$ cat src/include/icache_cfg.svh
// --------------------------------------------------
// Instruction cache geometry
// Sizes and widths shared by the lookup pipeline
// --------------------------------------------------

`ifndef ICACHE_CFG_SVH
`define ICACHE_CFG_SVH

// Fetch side
`define ICACHE_FETCH_AW 32
`define ICACHE_ID_W 4

// One line is 16 bytes
`define ICACHE_LINE_W 128
`define ICACHE_LINE_ALIGN 4

// Lines per set and the matching index width
`define ICACHE_LINE_COUNT 16
`define ICACHE_COUNT_ALIGN 4

// Associativity
`define ICACHE_SET_COUNT 2
`define ICACHE_SET_ALIGN 1

// Everything above offset and index is tag
`define ICACHE_TAG_W (`ICACHE_FETCH_AW - `ICACHE_LINE_ALIGN - `ICACHE_COUNT_ALIGN)

`endif

$ cat src/hdl/icache_addr_pkg.sv
// --------------------------------------------------
// Instruction cache address types
// Fetch addresses, request IDs and memory indices
// --------------------------------------------------

`include "icache_cfg.svh"

package icache_addr_pkg;

    // Byte address of a fetch request
    typedef logic [`ICACHE_FETCH_AW-1:0] fetch_addr_t;

    // Tag that the requester uses to match responses
    typedef logic [`ICACHE_ID_W-1:0] req_id_t;

    // Line index inside one set
    typedef logic [`ICACHE_COUNT_ALIGN-1:0] line_idx_t;

    // Set number and one-hot set mask
    typedef logic [`ICACHE_SET_ALIGN-1:0] set_idx_t;
    typedef logic [`ICACHE_SET_COUNT-1:0] set_mask_t;

    // Data memory word, set number above the line index
    typedef logic [`ICACHE_SET_ALIGN+`ICACHE_COUNT_ALIGN-1:0] data_addr_t;

endpackage

$ cat src/hdl/icache_init_ctrl.sv
// --------------------------------------------------
// Init and flush controller
// Walks every line index to clear the tag memory
// --------------------------------------------------

`include "icache_cfg.svh"

module icache_init_ctrl
    import icache_addr_pkg::*;
(
    input  logic      clk_i,
    input  logic      rst_ni,
    input  logic      flush_valid_i,
    output logic      init_busy_o,
    output line_idx_t init_idx_o
);

    localparam logic [`ICACHE_COUNT_ALIGN:0] LINES =
        (`ICACHE_COUNT_ALIGN+1)'(`ICACHE_LINE_COUNT);

    // One extra bit so the counter can rest at LINE_COUNT when done
    logic [`ICACHE_COUNT_ALIGN:0] count_q;

    assign init_busy_o = (count_q != LINES);
    assign init_idx_o  = count_q[`ICACHE_COUNT_ALIGN-1:0];

    // A flush is ignored while a walk is still running
    always_ff @(posedge clk_i or negedge rst_ni) begin
        if (!rst_ni) begin
            count_q <= '0;
        end else if (init_busy_o) begin
            count_q <= count_q + 1'b1;
        end else if (flush_valid_i) begin
            count_q <= '0;
        end
    end

    // Flush is a single-cycle strobe
    flush_strobe_a : assert property (
        @(posedge clk_i) disable iff (!rst_ni)
        flush_valid_i |=> !flush_valid_i
    );

endmodule

$ cat config.mk
export PLATFORM = sky130hd
export DESIGN_NAME = icache_init_ctrl
export DESIGN_NICKNAME = d
export VERILOG_FILES = /design/src/hdl/icache_addr_pkg.sv /design/src/hdl/icache_init_ctrl.sv
export VERILOG_INCLUDE_DIRS = /design/src /design/src/include
export SDC_FILE = /design/constraint.sdc
export NUM_CORES = 1
export LEC_CHECK = 0
export ABC_AREA = 1
export CORE_AREA = 2 2 39 41
export CTS_CLUSTER_DIAMETER = 120
export DETAILED_ROUTE_END_ITERATION = 16
export DIE_AREA = 0 0 41 43
export DONT_BUFFER_PORTS = 1
export GPL_ROUTABILITY_DRIVEN = 0
export MAX_ROUTING_LAYER = met4
export PLACE_DENSITY_LB_ADDON = 0.1
export SLEW_MARGIN = 20
export SYNTH_ARGS = -nofsm -noshare
export SYNTH_HDL_FRONTEND = slang
export SYNTH_SLANG_ARGS = --single-unit
$ cat constraint.sdc
create_clock -name clk_i -period 1.2 [get_ports clk_i]
set_input_delay 0.12 -clock clk_i [delete_from_list [all_inputs] [get_ports clk_i]]
set_output_delay 0.12 -clock clk_i [all_outputs]
set_load 0.05 [all_outputs]
After elaboration in Yosys (flattened, before gate mapping):

Cells that the tools add are included.

* bits in registers: 5
* logic and storage cells: 6
* memory bits (writable): 0
* memories kept: 0
* memory bits (read-only): 0
* input bits: 3
* bits in latches: 0

* $lt $le $gt $ge: 0
* $add $sub $neg: 1
* muxes and demuxes: 2
* bitwise gates (word level): 0
* equality and inequality tests: 1
* divide/modulo/power cells: 0
* reductions and logical operators: 1
* multiply operators: 0
* shifts and indexed selects: 0

Operators with widths (number)
* $mux 5: 2
* $add 5x1->5 const B: 1
* $ne 5x5->1 const B: 1
* $reduce_bool 2->1: 1

Depth between registers and ports, before layout:

* depth in word-level cells: 2
* gate-level depth with buffers: 7
* depth with buffers taken out: 7

Worst setup path after synthesis:

OpenSTA, ideal clock, no wires.

* kind: reg-to-reg
* start point: reg count_q[0]
* end point: reg count_q[4]
* data required time: 1081 ps
* library setup time: 119 ps
* cell stages (with the launch flop): 8
* slack: -97 ps
* arrival: 1178 ps
* path through: dfrtp_1 inv_1 ha_1 nand2_1 inv_1 nand2_2 nand3_1 nand2_1

* cells in the longest elaborated chain, start to end: 2

RTL lines
* start: declaration: line icache_init_ctrl.sv:22 `` logic [`ICACHE_COUNT_ALIGN:0] count_q; ``
* start signal: assignment: line icache_init_ctrl.sv:32 `count_q <= count_q + 1'b1;`
* $ne 5x5->1 *: line icache_init_ctrl.sv:24 `assign init_busy_o = (count_q != LINES);`
* net init_busy_o: line icache_init_ctrl.sv:14 `output logic init_busy_o,`
* $mux 5 or $reduce_bool 2->1 (tied branches)

The timed path passes the listed nets; every way through them passes the cells marked *.
A chain may end at the register's enable or synchronous reset.

Worst setup path after layout:

* start point: reg count_q[1]
* end point: out init_busy_o

* cells in the longest elaborated chain, start to end: 1

RTL lines (line)
* $ne 5x5->1: icache_init_ctrl.sv:24
* end: declaration: icache_init_ctrl.sv:14

No other way between the ends.

==> results.md <==
- Max cap viols: 0
- Most common cell on crit path: inv_2
- Global-route wire length before repair: 1.13 mm
- Sequential-to-total area share from yosys stat: 0.407
- Post-Syn Area: 308 sq um
- CP Launch Type: flop
- Worst Skew: 0.00396 ns
- Placed cell area: between 300 and 400 sq um
- Layout Nets: 56
- R2R setup slack: 0.06 ns
- Biggest regs: count_q x5
- Register-to-Register Path Depth: 8
- Iter 0 DRT Violations: 0
- Synth unique cells: 13
- Total die area: around 1800 sq um
- Arrival @ worst endpoint: 1.15 ns
- Final Non-Filler Cells: 66
- H-tree levels: 1
- Worst-path fanout max: 2
- Vias in the first global route: 267
- Layout fillers: 148
- P&R area growth vs syn: 59.3%
- Post-detailed-route DRC marker count: 0
- Reg-to-Reg End: count_q[4]
- Worst r2r src: count_q[1]
- Status: finished, violations left
- Die Wd: just over 40 um
- Final worst slack: -0.0692 ns
- Final wirelength: ~690 um
- Multi-input logic area: approximately 160 sq um
- Post-place setup slack: 0.0310 ns
- Hold path depth: 3
- Seq. cell area: 125 sq um
- Slew @ Worst Pin: 0.251 ns
- Drt first pass iters: 1
- Final-report setup violation count: 1
- Fin. Hold Viols: 0
- Worst hold-check path type: in2reg
- Critical path data required time: roughly 1.1 ns
- Antenna Violating Nets Remaining: 0
- Chip Height: 43 um
- Critical path's slowest cell: dfrtp_1
- Max Slew Vio Count: 0
- Initial Utilization: 0.222
- Port bufs: 0
- CTS Sinks: 5
- Placed Cells: 54
- Register bit count reported by yosys: 5
- CTS Buf Count: 3
- Clk root buf: clkbuf_4
- Tmin final: 1.27 ns
- Initial antenna violation count: 0
- Worst-skew pair later-pin latency: about 0.24 ns
- Total Neg Setup Slack: -0.0692 ns
- Syn. warnings: 0
- Tcrit/Tclk final: 1.06
- Routed WL per cell: 10.5 um
- Max Freq: 788 MHz
- Largest register FFs: 5
- Core area: 1380 sq um
- Io pins: 8
- RSZ-0062 raised after global routing: yes
- Slowest stage delay, CP: 0.38 ns
- Hold Crit Start: flush_valid_i
- Site Rows: 14
- CTS tree: built
- Max Root-Sink Buffers: 2
- Design Area, Final: 490 sq um
- DP HPWL: a little over 500 um
- Gr ovfl total: 0
- Clock transition at path regs: roughly 0.04 ns
- Crit path cell chain: inv_2, ha_4, nand2_2, inv_2, nand2_4, buf_12
- Routed vias/inst: 4.09
- WS Path Type: reg2out
- Synth Area per Inst: 9.05 sq um
- Crit. End Element: output port
- Mapped Nets: 39
- Syn Inst Count: 34
- Layout cells sized above 1: 0.580
- Slew Limit Headroom: 0.833
- Vias: 270
- Hold EP: count_q[4]
- Largest Register: count_q
- Failing checks: negative setup slack
- Largest net degree at the start of global routing: 7
- N_diodes: 0
- Overall Global Routing Usage: 0.104
cells in the mapped netlist:
cell,n,share of area
dfrtp_1,5,0.41
nand4_1,2,0.041
inv_1,5,0.061
nand3_2,1,0.033
ha_1,2,0.081
nand3_1,3,0.049
nor2_4,1,0.037
nand2_2,1,0.020
nand2_1,6,0.073
o21ai_1,1,0.016
xnor2_1,2,0.057
a21oi_2,1,0.028
buf_4,4,0.098
critical path, delay by kind of cell (launching register included):
family | cells | cell delay [ns]
DFF | 1 | 0.38
buffers and inverters | 3 | 0.29
adders and majority gates | 1 | 0.13
and+or+nand+nor | 2 | 0.11
per-layer routing:
layer	global-route usage	wire, um	share of wire
met5	-	0	0
met4	0.0400	13	0.019
met1	0.104	247	0.36
met2	0.159	387	0.56
met3	0.0628	44	0.064
how the worst max path moves through the flow:
stage | start | endpoint | slack (ns) | cells past startpoint
floorplan | count_q[0] | count_q[4] | 0.04 | 7
global placement | count_q[0] | count_q[4] | 0.06 | 7
detailed placement | count_q[0] | count_q[4] | 0.03 | 7
CTS | count_q[0] | init_busy_o | -0.07 | 6
global route | count_q[1] | init_busy_o | -0.12 | 6
finish | count_q[1] | init_busy_o | -0.07 | 6
through the flow:
step                      hold WS, ns  utilization
after floorplan                -0.176            -
after CTS                      0.0977        0.341
final                          0.0957        0.354
after global routing            0.110        0.354
after global placement         -0.175        0.271
after detailed placement       -0.175        0.271
cell usage in the layout, fill, tap and decap left out:
cell type | synthesis | routed
a21oi_2 | 1 | 1
buf_12 | 0 | 1
buf_4 | 4 | 13
buf_6 | 0 | 1
clkbuf_1 | 0 | 1
clkbuf_4 | 0 | 3
dfrtp_1 | 5 | 5
dlygate4sd3_1 | 0 | 1
ha_2 | 0 | 1
ha_4 | 0 | 1
inv_1 | 5 | 2
inv_2 | 0 | 3
nand2_1 | 6 | 5
nand2_2 | 1 | 1
nand2_4 | 0 | 1
nand3_1 | 3 | 2
nand3_2 | 1 | 2
nand4_1 | 2 | 2
nor2_4 | 1 | 1
o21ai_1 | 1 | 1
xnor2_1 | 2 | 2
final cells by class:
type / instances / area share
flip-flops and latches: 5 / 0.255
clock buffers: 4 / 0.0536
multi-input cells: 20 / 0.329
well taps: 16 / 0.0408
repair buffers: 16 / 0.283
inverters: 5 / 0.0383
kinds of logic after synthesis:
logic type	Yosys count	synth area share
DFF	5	0.407
xor gates and xnor gates	2	0.0569
AOI/OAI and AO/OA	2	0.0447
buffers and inverters	9	0.159
adders and majority gates	2	0.0813
and+or+nand+nor	14	0.252
timing repair:
item	in CTS	in global routing
hold endpoints to repair	5	0
setup buffers	6	1
hold buffers	1	0
resized for setup	5	3
setup endpoints to repair	1	4
pin swaps	1	1
Power is left out: the tool's default activity adds up to more than one toggle a clock period on the data nets, which glitch-free logic cannot reach.
